===== config.mk =====
export PLATFORM = sky130hd
export DESIGN_NAME = id_stage
export DESIGN_NICKNAME = d
export VERILOG_FILES = /design/src/hdl/id_pkg.sv /design/src/hdl/id_inst_decoder.sv /design/src/hdl/id_operand_sel.sv /design/src/hdl/id_ex_reg.sv /design/src/hdl/id_stage.sv
export SDC_FILE = /design/constraint.sdc
export NUM_CORES = 1
export LEC_CHECK = 0
export BUFFER_PORTS_ARGS = -buffer_cell sky130_fd_sc_hd__buf_4
export CAP_MARGIN = 20
export CORE_AREA = 10 10 253 255
export CTS_CLUSTER_DIAMETER = 80
export DETAILED_ROUTE_END_ITERATION = 10
export DIE_AREA = 0 0 263 265
export PLACE_DENSITY = 0.65
export SYNTH_ARGS = -nofsm -noshare
export SYNTH_HDL_FRONTEND = slang
export SYNTH_HIERARCHICAL = 1
export SYNTH_SLANG_ARGS = --single-unit
export TNS_END_PERCENT = 20

===== constraint.sdc =====
create_clock -name clk_i -period 9.6 [get_ports clk_i]
set_input_delay 0.96 -clock clk_i [delete_from_list [all_inputs] [get_ports clk_i]]
set_output_delay 0.96 -clock clk_i [all_outputs]
set_load 0.005 [all_outputs]

===== src/hdl/id_pkg.sv =====
package id_pkg;

  typedef logic [63:0] xlen_t;
  typedef logic [31:0] inst_t;
  typedef logic [4:0]  reg_addr_t;
  typedef logic [11:0] imm12_t;
  typedef logic [2:0]  funct3_t;

  typedef enum logic [3:0] {
    cls_none,
    cls_op_imm,
    cls_op_imm_w,
    cls_op,
    cls_op_w,
    cls_lui,
    cls_auipc,
    cls_jal,
    cls_jalr,
    cls_branch,
    cls_load,
    cls_store
  } inst_class_e;

  // W variants reuse the 64-bit codes, EX tells them apart by class
  typedef enum logic [4:0] {
    alu_nop,
    alu_add,
    alu_sub,
    alu_sll,
    alu_slt,
    alu_sltu,
    alu_xor,
    alu_srl,
    alu_sra,
    alu_or,
    alu_and,
    alu_beq,
    alu_bne,
    alu_blt,
    alu_bge,
    alu_bltu,
    alu_bgeu
  } alu_op_e;

  // write port of a later stage
  typedef struct packed {
    logic      ena;
    reg_addr_t addr;
    xlen_t     data;
  } fwd_t;

  typedef struct packed {
    inst_class_e cls;
    alu_op_e     alu_op;
    logic        rs1_read;
    logic        rs2_read;
    reg_addr_t   rs1;
    reg_addr_t   rs2;
    logic        rd_w_ena;
    reg_addr_t   rd;
    xlen_t       imm_i;
    xlen_t       imm_u;
    imm12_t      mem_offset;
    funct3_t     mem_funct3;
  } dec_t;

  typedef struct packed {
    inst_class_e cls;
    alu_op_e     alu_op;
    xlen_t       op1;
    xlen_t       op2;
    logic        rd_w_ena;
    reg_addr_t   rd;
    xlen_t       pc;
    imm12_t      mem_offset;
    funct3_t     mem_funct3;
  } id_ex_t;

  localparam id_ex_t id_ex_bubble = '{cls: cls_none, alu_op: alu_nop, default: '0};

endpackage


===== src/hdl/id_inst_decoder.sv =====
`timescale 1ns/1ns

module id_inst_decoder (
  input  id_pkg::inst_t inst_i,
  output id_pkg::dec_t  dec_o
);

  import id_pkg::*;

  // major opcodes, bits 6:2
  localparam logic [4:0] opc_load     = 5'b00000;
  localparam logic [4:0] opc_op_imm   = 5'b00100;
  localparam logic [4:0] opc_auipc    = 5'b00101;
  localparam logic [4:0] opc_op_imm_w = 5'b00110;
  localparam logic [4:0] opc_store    = 5'b01000;
  localparam logic [4:0] opc_op       = 5'b01100;
  localparam logic [4:0] opc_lui      = 5'b01101;
  localparam logic [4:0] opc_op_w     = 5'b01110;
  localparam logic [4:0] opc_branch   = 5'b11000;
  localparam logic [4:0] opc_jalr     = 5'b11001;
  localparam logic [4:0] opc_jal      = 5'b11011;

  logic [6:0]  opcode;
  reg_addr_t   rd;
  reg_addr_t   rs1;
  reg_addr_t   rs2;
  funct3_t     funct3;
  logic [6:0]  funct7;
  imm12_t      imm_i;
  imm12_t      imm_s;
  logic [19:0] imm_u;
  logic        shamt_ok;
  logic        f7_ok;
  logic        w_f3_ok;
  inst_class_e cls;
  alu_op_e     alu_op;
  logic        rs1_read;
  logic        rs2_read;
  logic        rd_w_ena;

  assign opcode = inst_i[6:0];
  assign rd     = inst_i[11:7];
  assign funct3 = inst_i[14:12];
  assign rs1    = inst_i[19:15];
  assign rs2    = inst_i[24:20];
  assign funct7 = inst_i[31:25];
  assign imm_i  = inst_i[31:20];
  assign imm_s  = {inst_i[31:25], inst_i[11:7]};
  assign imm_u  = inst_i[31:12];

  // 6-bit shamt, bit 30 only for srai
  assign shamt_ok = ({inst_i[31], inst_i[29:26]} == 5'b0) && (funct3[2] || !inst_i[30]);
  // funct7 is 0000000, or 0100000 for sub and sra; rejects the M extension
  assign f7_ok    = ({funct7[6], funct7[4:0]} == 6'b0) &&
                    (!funct7[5] || funct3 == 3'b000 || funct3 == 3'b101);
  assign w_f3_ok  = funct3 == 3'b000 || funct3 == 3'b001 || funct3 == 3'b101;

  function automatic alu_op_e arith_op(funct3_t f3, logic alt);
    case (f3)
      3'b000:  return alt ? alu_sub : alu_add;
      3'b001:  return alu_sll;
      3'b010:  return alu_slt;
      3'b011:  return alu_sltu;
      3'b100:  return alu_xor;
      3'b101:  return alt ? alu_sra : alu_srl;
      3'b110:  return alu_or;
      default: return alu_and;
    endcase
  endfunction

  function automatic alu_op_e branch_op(funct3_t f3);
    case (f3)
      3'b000:  return alu_beq;
      3'b001:  return alu_bne;
      3'b100:  return alu_blt;
      3'b101:  return alu_bge;
      3'b110:  return alu_bltu;
      3'b111:  return alu_bgeu;
      default: return alu_nop;
    endcase
  endfunction

  always_comb begin
    cls    = cls_none;
    alu_op = alu_nop;
    case (opcode[6:2])
      opc_op_imm: begin
        if (funct3[1:0] != 2'b01 || shamt_ok) begin
          cls    = cls_op_imm;
          alu_op = arith_op(funct3, funct3 == 3'b101 && inst_i[30]);
        end
      end
      opc_op_imm_w: begin
        if (funct3 == 3'b000 || (w_f3_ok && f7_ok)) begin
          cls    = cls_op_imm_w;
          alu_op = arith_op(funct3, funct3 == 3'b101 && funct7[5]);
        end
      end
      opc_op: begin
        if (f7_ok) begin
          cls    = cls_op;
          alu_op = arith_op(funct3, funct7[5]);
        end
      end
      opc_op_w: begin
        if (w_f3_ok && f7_ok) begin
          cls    = cls_op_w;
          alu_op = arith_op(funct3, funct7[5]);
        end
      end
      opc_lui: begin
        cls    = cls_lui;
        alu_op = alu_add;
      end
      opc_auipc: begin
        cls    = cls_auipc;
        alu_op = alu_add;
      end
      opc_jal: begin
        cls    = cls_jal;
        alu_op = alu_add;
      end
      opc_jalr: begin
        if (funct3 == 3'b000) begin
          cls    = cls_jalr;
          alu_op = alu_add;
        end
      end
      opc_branch: begin
        if (funct3[2:1] != 2'b01) begin
          cls    = cls_branch;
          alu_op = branch_op(funct3);
        end
      end
      opc_load: begin
        if (opcode[1:0] == 2'b11 && funct3 != 3'b111) begin
          cls    = cls_load;
          alu_op = alu_add;
        end
      end
      opc_store: begin
        if (!funct3[2]) begin
          cls    = cls_store;
          alu_op = alu_add;
        end
      end
      default: begin
      end
    endcase
  end

  assign rs1_read = cls inside {cls_op_imm, cls_op_imm_w, cls_op, cls_op_w,
                                cls_branch, cls_load, cls_store, cls_jalr};
  assign rs2_read = cls inside {cls_op, cls_op_w, cls_branch, cls_store};
  assign rd_w_ena = (rd != '0) && (cls inside {cls_op_imm, cls_op_imm_w, cls_op, cls_op_w,
                                               cls_load, cls_lui, cls_auipc, cls_jal, cls_jalr});

  assign dec_o = '{
    cls:        cls,
    alu_op:     alu_op,
    rs1_read:   rs1_read,
    rs2_read:   rs2_read,
    rs1:        rs1,
    rs2:        rs2,
    rd_w_ena:   rd_w_ena,
    rd:         rd_w_ena ? rd : '0,
    imm_i:      {{52{imm_i[11]}}, imm_i},
    imm_u:      {{44{imm_u[19]}}, imm_u},
    mem_offset: (cls == cls_load) ? imm_i : ((cls == cls_store) ? imm_s : '0),
    mem_funct3: (cls == cls_load || cls == cls_store) ? funct3 : '0
  };

  // legality filters and op tables must agree on what is decoded
  always_comb begin
    assert final ((dec_o.cls == cls_none) == (dec_o.alu_op == alu_nop))
      else $error("decoded class and ALU operation disagree");
  end

endmodule


===== src/hdl/id_operand_sel.sv =====
`timescale 1ns/1ns

module id_operand_sel (
  input  logic              reset_i,
  input  id_pkg::dec_t      dec_i,
  input  id_pkg::xlen_t     pc_i,
  input  id_pkg::xlen_t     rf_rdata1_i,
  input  id_pkg::xlen_t     rf_rdata2_i,
  input  id_pkg::fwd_t      ex_fwd_i,
  input  id_pkg::fwd_t      mem_fwd_i,
  input  logic              ex_load_i,
  input  logic              wb_rd_ena_i,
  input  id_pkg::reg_addr_t wb_rd_addr_i,
  output id_pkg::reg_addr_t rf_raddr1_o,
  output id_pkg::reg_addr_t rf_raddr2_o,
  output logic              stall_o,
  output logic              jalr_redirect_o,
  output id_pkg::xlen_t     jalr_pc_o,
  output id_pkg::id_ex_t    id_ex_o
);

  import id_pkg::*;

  logic  ex_hit1;
  logic  ex_hit2;
  logic  mem_hit1;
  logic  mem_hit2;
  logic  wb_hit1;
  logic  is_jalr;
  xlen_t op1;
  xlen_t op2;
  xlen_t jalr_sum;

  // x0 is never forwarded
  function automatic logic fwd_hit(fwd_t fwd, reg_addr_t raddr);
    return fwd.ena && (fwd.addr == raddr) && (raddr != '0);
  endfunction

  assign rf_raddr1_o = dec_i.rs1_read ? dec_i.rs1 : '0;
  assign rf_raddr2_o = dec_i.rs2_read ? dec_i.rs2 : '0;

  assign ex_hit1  = fwd_hit(ex_fwd_i, rf_raddr1_o);
  assign ex_hit2  = fwd_hit(ex_fwd_i, rf_raddr2_o);
  assign mem_hit1 = fwd_hit(mem_fwd_i, rf_raddr1_o);
  assign mem_hit2 = fwd_hit(mem_fwd_i, rf_raddr2_o);
  assign wb_hit1  = wb_rd_ena_i && (wb_rd_addr_i == rf_raddr1_o) && (rf_raddr1_o != '0);

  // EX is the youngest result and wins over MEM
  always_comb begin
    if (dec_i.rs1_read) begin
      op1 = ex_hit1 ? ex_fwd_i.data : (mem_hit1 ? mem_fwd_i.data : rf_rdata1_i);
    end else if (dec_i.cls == cls_auipc || dec_i.cls == cls_jal) begin
      op1 = pc_i;
    end else begin
      op1 = '0;
    end
  end

  always_comb begin
    if (dec_i.rs2_read) begin
      op2 = ex_hit2 ? ex_fwd_i.data : (mem_hit2 ? mem_fwd_i.data : rf_rdata2_i);
    end else if (dec_i.cls == cls_op_imm || dec_i.cls == cls_op_imm_w) begin
      op2 = dec_i.imm_i;
    end else if (dec_i.cls == cls_lui || dec_i.cls == cls_auipc) begin
      op2 = dec_i.imm_u;
    end else if (dec_i.cls == cls_jal || dec_i.cls == cls_jalr) begin
      op2 = pc_i;
    end else begin
      op2 = '0;
    end
  end

  // load data is not ready until MEM
  assign stall_o = !reset_i && ex_load_i && (ex_hit1 || ex_hit2);

  // a recently written base register makes the fetch-side target stale
  assign is_jalr         = dec_i.cls == cls_jalr;
  assign jalr_sum        = dec_i.imm_i + op1;
  assign jalr_redirect_o = !reset_i && is_jalr && (ex_hit1 || mem_hit1 || wb_hit1);
  assign jalr_pc_o       = is_jalr ? {jalr_sum[63:1], 1'b0} : '0;

  assign id_ex_o = '{
    cls:        dec_i.cls,
    alu_op:     dec_i.alu_op,
    op1:        op1,
    op2:        op2,
    rd_w_ena:   dec_i.rd_w_ena,
    rd:         dec_i.rd,
    pc:         pc_i,
    mem_offset: dec_i.mem_offset,
    mem_funct3: dec_i.mem_funct3
  };

  always_comb begin
    assert final (!stall_o || (dec_i.rs1_read && dec_i.rs1 == ex_fwd_i.addr) ||
                  (dec_i.rs2_read && dec_i.rs2 == ex_fwd_i.addr))
      else $error("stall without a matching read source");
    assert final (!jalr_redirect_o || (is_jalr && dec_i.rs1 != '0))
      else $error("jalr redirect on x0 or on a non-jalr instruction");
  end

endmodule


===== src/hdl/id_ex_reg.sv =====
`timescale 1ns/1ns

module id_ex_reg (
  input  logic           clk_i,
  input  logic           reset_i,
  input  logic           stall_i,
  input  logic           flush_i,
  input  id_pkg::id_ex_t d_i,
  output id_pkg::id_ex_t q_o
);

  import id_pkg::*;

  logic bubble;

  // a stalled instruction stays in ID, so EX gets a bubble
  assign bubble = reset_i || stall_i || flush_i;

  always_ff @(posedge clk_i) begin
    if (bubble) begin
      q_o <= id_ex_bubble;
    end else begin
      q_o <= d_i;
    end
  end

  // no write and no class may leak into EX behind a stall or flush
  a_bubble_after_hold: assert property (
    @(posedge clk_i) disable iff (reset_i)
    (stall_i || flush_i) |=> (!q_o.rd_w_ena && q_o.cls == cls_none)
  ) else $error("id_ex register did not take a bubble");

endmodule


===== src/hdl/id_stage.sv =====
`timescale 1ns/1ns

module id_stage (
  input  logic              clk_i,
  input  logic              reset_i,
  input  id_pkg::inst_t     inst_i,
  input  id_pkg::xlen_t     pc_i,
  input  id_pkg::xlen_t     rf_rdata1_i,
  input  id_pkg::xlen_t     rf_rdata2_i,
  input  id_pkg::fwd_t      ex_fwd_i,
  input  id_pkg::fwd_t      mem_fwd_i,
  input  logic              ex_load_i,
  input  logic              wb_rd_ena_i,
  input  id_pkg::reg_addr_t wb_rd_addr_i,
  input  logic              flush_i,
  output id_pkg::reg_addr_t rf_raddr1_o,
  output id_pkg::reg_addr_t rf_raddr2_o,
  output logic              stall_o,
  output logic              jalr_redirect_o,
  output id_pkg::xlen_t     jalr_pc_o,
  output id_pkg::id_ex_t    id_ex_o
);

  import id_pkg::*;

  dec_t   dec;
  id_ex_t id_ex_next;

  id_inst_decoder dec0 (
    .inst_i (inst_i),
    .dec_o  (dec)
  );

  id_operand_sel opsel0 (
    .reset_i         (reset_i),
    .dec_i           (dec),
    .pc_i            (pc_i),
    .rf_rdata1_i     (rf_rdata1_i),
    .rf_rdata2_i     (rf_rdata2_i),
    .ex_fwd_i        (ex_fwd_i),
    .mem_fwd_i       (mem_fwd_i),
    .ex_load_i       (ex_load_i),
    .wb_rd_ena_i     (wb_rd_ena_i),
    .wb_rd_addr_i    (wb_rd_addr_i),
    .rf_raddr1_o     (rf_raddr1_o),
    .rf_raddr2_o     (rf_raddr2_o),
    .stall_o         (stall_o),
    .jalr_redirect_o (jalr_redirect_o),
    .jalr_pc_o       (jalr_pc_o),
    .id_ex_o         (id_ex_next)
  );

  id_ex_reg idex0 (
    .clk_i   (clk_i),
    .reset_i (reset_i),
    .stall_i (stall_o),
    .flush_i (flush_i),
    .d_i     (id_ex_next),
    .q_o     (id_ex_o)
  );

endmodule


==> results.ini <==
[floorplanning]
die_y_um=265
start_util_pct=34.6
die_w_um=263
core_um2=58800
ios=672
rows=89
die_area_um2=69700

[timing]
fmax_mhz=109
timing.setup.tns_ps=0
worst_pin_slew_ps=1060
slew_headroom_pct=29.2
grt_setup_unrepaired=no
finalCriticalPeriod_ps=9210
drv_slew=0
setup_violations=0
finalHoldViolCount=0
fin_crit_sh_pct=95.9

[cells_and_area]
finalInstanceArea_um2=24700
regMostFlops=idex0/q_o
reg.largest.list=idex0/q_o: 222 flops
final_cells=3364
drive_gt1_share_pct=37.4
area_growth_pct=21.5
n_antenna_cell=0
fin_nets=3020
largest_reg_flops=222

[hold_path]
holdPathStages=2
hold_start=pc_i[48]
hold_path.class=primary input to flip-flop
holdPathEnd=idex0/q_o[63]$_SDFF_PP0_

[synth]
yosysMostFrequentCell=buf_4
ys_types=85
yosys-top-cells-area=dfxtp_1 (22%), nor4b_2 (12%), mux2i_1 (9.4%)
synth_area_um2=20300
synthTopCellsByCount=buf_4 (239), dfxtp_1 (222), nand2_1 (204), mux2i_1 (191), nor4b_2 (169)
synth-edff-count=0
synth_top_area_share_pct=21.9
synthesis.nets=2720
synth_largest_area_cell=dfxtp_1
ys_seq_elements=222
synth_warnings=6
synth_cells=2269
synth_ff_type=dfxtp_1
yosysSeqAreaShare_pct=21.9
async_flop_share_pct=0
avgSynthCellArea_um2=8.96

[pwr]
peakVddDrop_mv=0.128
total_power_w=0.00278
power_leakage_nw=11.0
power_per_cell_area_nw_per_um2=113

[critical_path]
cp-startpoint=inst_i[14]
critPathCaptureType=output pin
cp_max_fo=25
arrival_ps=8250
crit_type=primary input to output pin
cp.required_ps=8640
critPathLaunchType=primary input

[clock_network]
clkTransAtPathRegs_ps=60
htree_levels=1
cts_resized=0
hold_buffers=0
cts_buffer_depth=3
cts_buffers=29
cts_root_buffer=clkbuf_16
cts_tree=done
cts.sinks=222
post_cts_buffers=0

[route]
drc=0
wl_per_cell_um=27.1
viasPerCell=5.76
vias=19392
drtAntennaViolNets=0
wirelength_mm=91.3
initialDrtViolationCount=1878
drt_pass1_iterations=10

[place]
portBuffers=670
dp_cells=3311
gp_congestion=0.974
dp_hpwl_mm=70.3
post_dp_cell_area_um2=23700

[outcome]
run_status=finished clean

[grt]
grt-ovfl-total=0
track_usage_pct=24.4
grt_start_max_net_pins=124
first_global_vias=19535
grt_antenna_before_repair=2
grt_pass1_wl_mm=133

[job]
drv_cap=0

-- area by class of cell --
class,count,area [um2]
fill,5934,34100
inverter,30,113
sequential,222,4440
clock buffer,35,768
multi-input combinational,1586,12900
clock inverter,18,238
timing repair buffer,700,5300
tap,773,967
-- placed cells by master, fill, tap and decap left out, drive strengths merged, types with 4 or more instances in the layout --
cell type  netlist  final
nor4b          223    223
nor2           102    102
ha              76     76
a22o            68     68
o21ai          169    169
o21bai          14     14
dfxtp          222    222
nand2          204    204
or2              6      6
mux2i          191    191
a222oi          64     64
clkbuf         110     35
xor2            34     34
a221oi           4      4
clkinv           0      8
nand3b           4      4
bufinv           0      5
nand3           24     24
and2            20     20
a211o            6      6
a21boi           8      8
a21oi           91     91
o31ai            7      7
a31o             4      4
a21o            34     34
or4              7      7
nor2b           10     10
nand2b          11     11
xnor2           48     48
o211ai           7      7
inv             30     32
a31oi           12     12
nand4           28     28
and3            10     10
buf            321    700
a211oi          12     12
o21a            11     11
nor3            20     20
nor4             6      6
a41o             4      4
-- power by group --
group	total (W)	leakage, nW	internal (W)	switching, W
Clock	0.00117	0.488	0.000704	0.000467
Sequential	0.000952	1.80	0.000944	0.00000773
Combinational	0.000662	8.74	0.000295	0.000367
-- worst max-delay path: stages --
cell and delay (ps):
buf_4 180, nor2b_1 140, o2111ai_1 240, a211oi_2 170, nor3_2 340, nand4_1 170, buf_4 230, a2111oi_2 320
a21oi_1 140, a211o_4 580, a221o_1 480, a32o_1 310, and2_1 190, fa_1 450, a41oi_1 290, o221ai_1 330
a21o_1 300, a41o_1 320, a21o_1 240, and4_1 270, a211oi_1 590, o21ai_0 270, a21oi_1 250, xor2_1 180
nor2_1 80, buf_4 190
-- worst max-delay path by stage --
stage / endpoint / depth (start not counted)
final: jalr_pc_o[56] / 26
after global routing: jalr_pc_o[56] / 26
after CTS: jalr_pc_o[62] / 26
after detailed placement: jalr_pc_o[62] / 26
after global placement: jalr_pc_o[62] / 26
after floorplan: jalr_pc_o[62] / 29
-- routing by layer --
| metal | GRT usage, % | up-vias | wire length (um) |
|---|---|---|---|
| met3 | 6.06 | 130 | 8340 |
| li1 | - | 8822 | - |
| met4 | 7.11 | 0 | 2750 |
| met2 | 41.0 | 1028 | 43300 |
| met5 | 0 | - | 0 |
| met1 | 30.3 | 9412 | 36900 |
-- cells by family (layout without fill, tap and decap cells) --
group	Yosys count	count (layout)	synth area share, %
XOR/XNOR	82	82	3.53
AO/OA/AOI/OAI	541	541	18.7
AND/OR/NAND/NOR	694	694	26.5
other	1	1	0.0184
buffers and inverters	461	783	15.2
flip-flops	222	222	21.9
adder cells (fa/ha/maj)	77	77	4.77
multiplexers	191	191	9.40
-- through the flow --
stage               setup slack, ps  hold WS (ps)  util, %
finish                          390           655     42.0
global route                   78.2           635     42.0
global placement                622          1250     40.3
CTS                             436           618     42.0
floorplan                      1580          1230        -
detailed placement              459          1260     40.3
No activity file was read; power rests on OpenSTA's default activity.
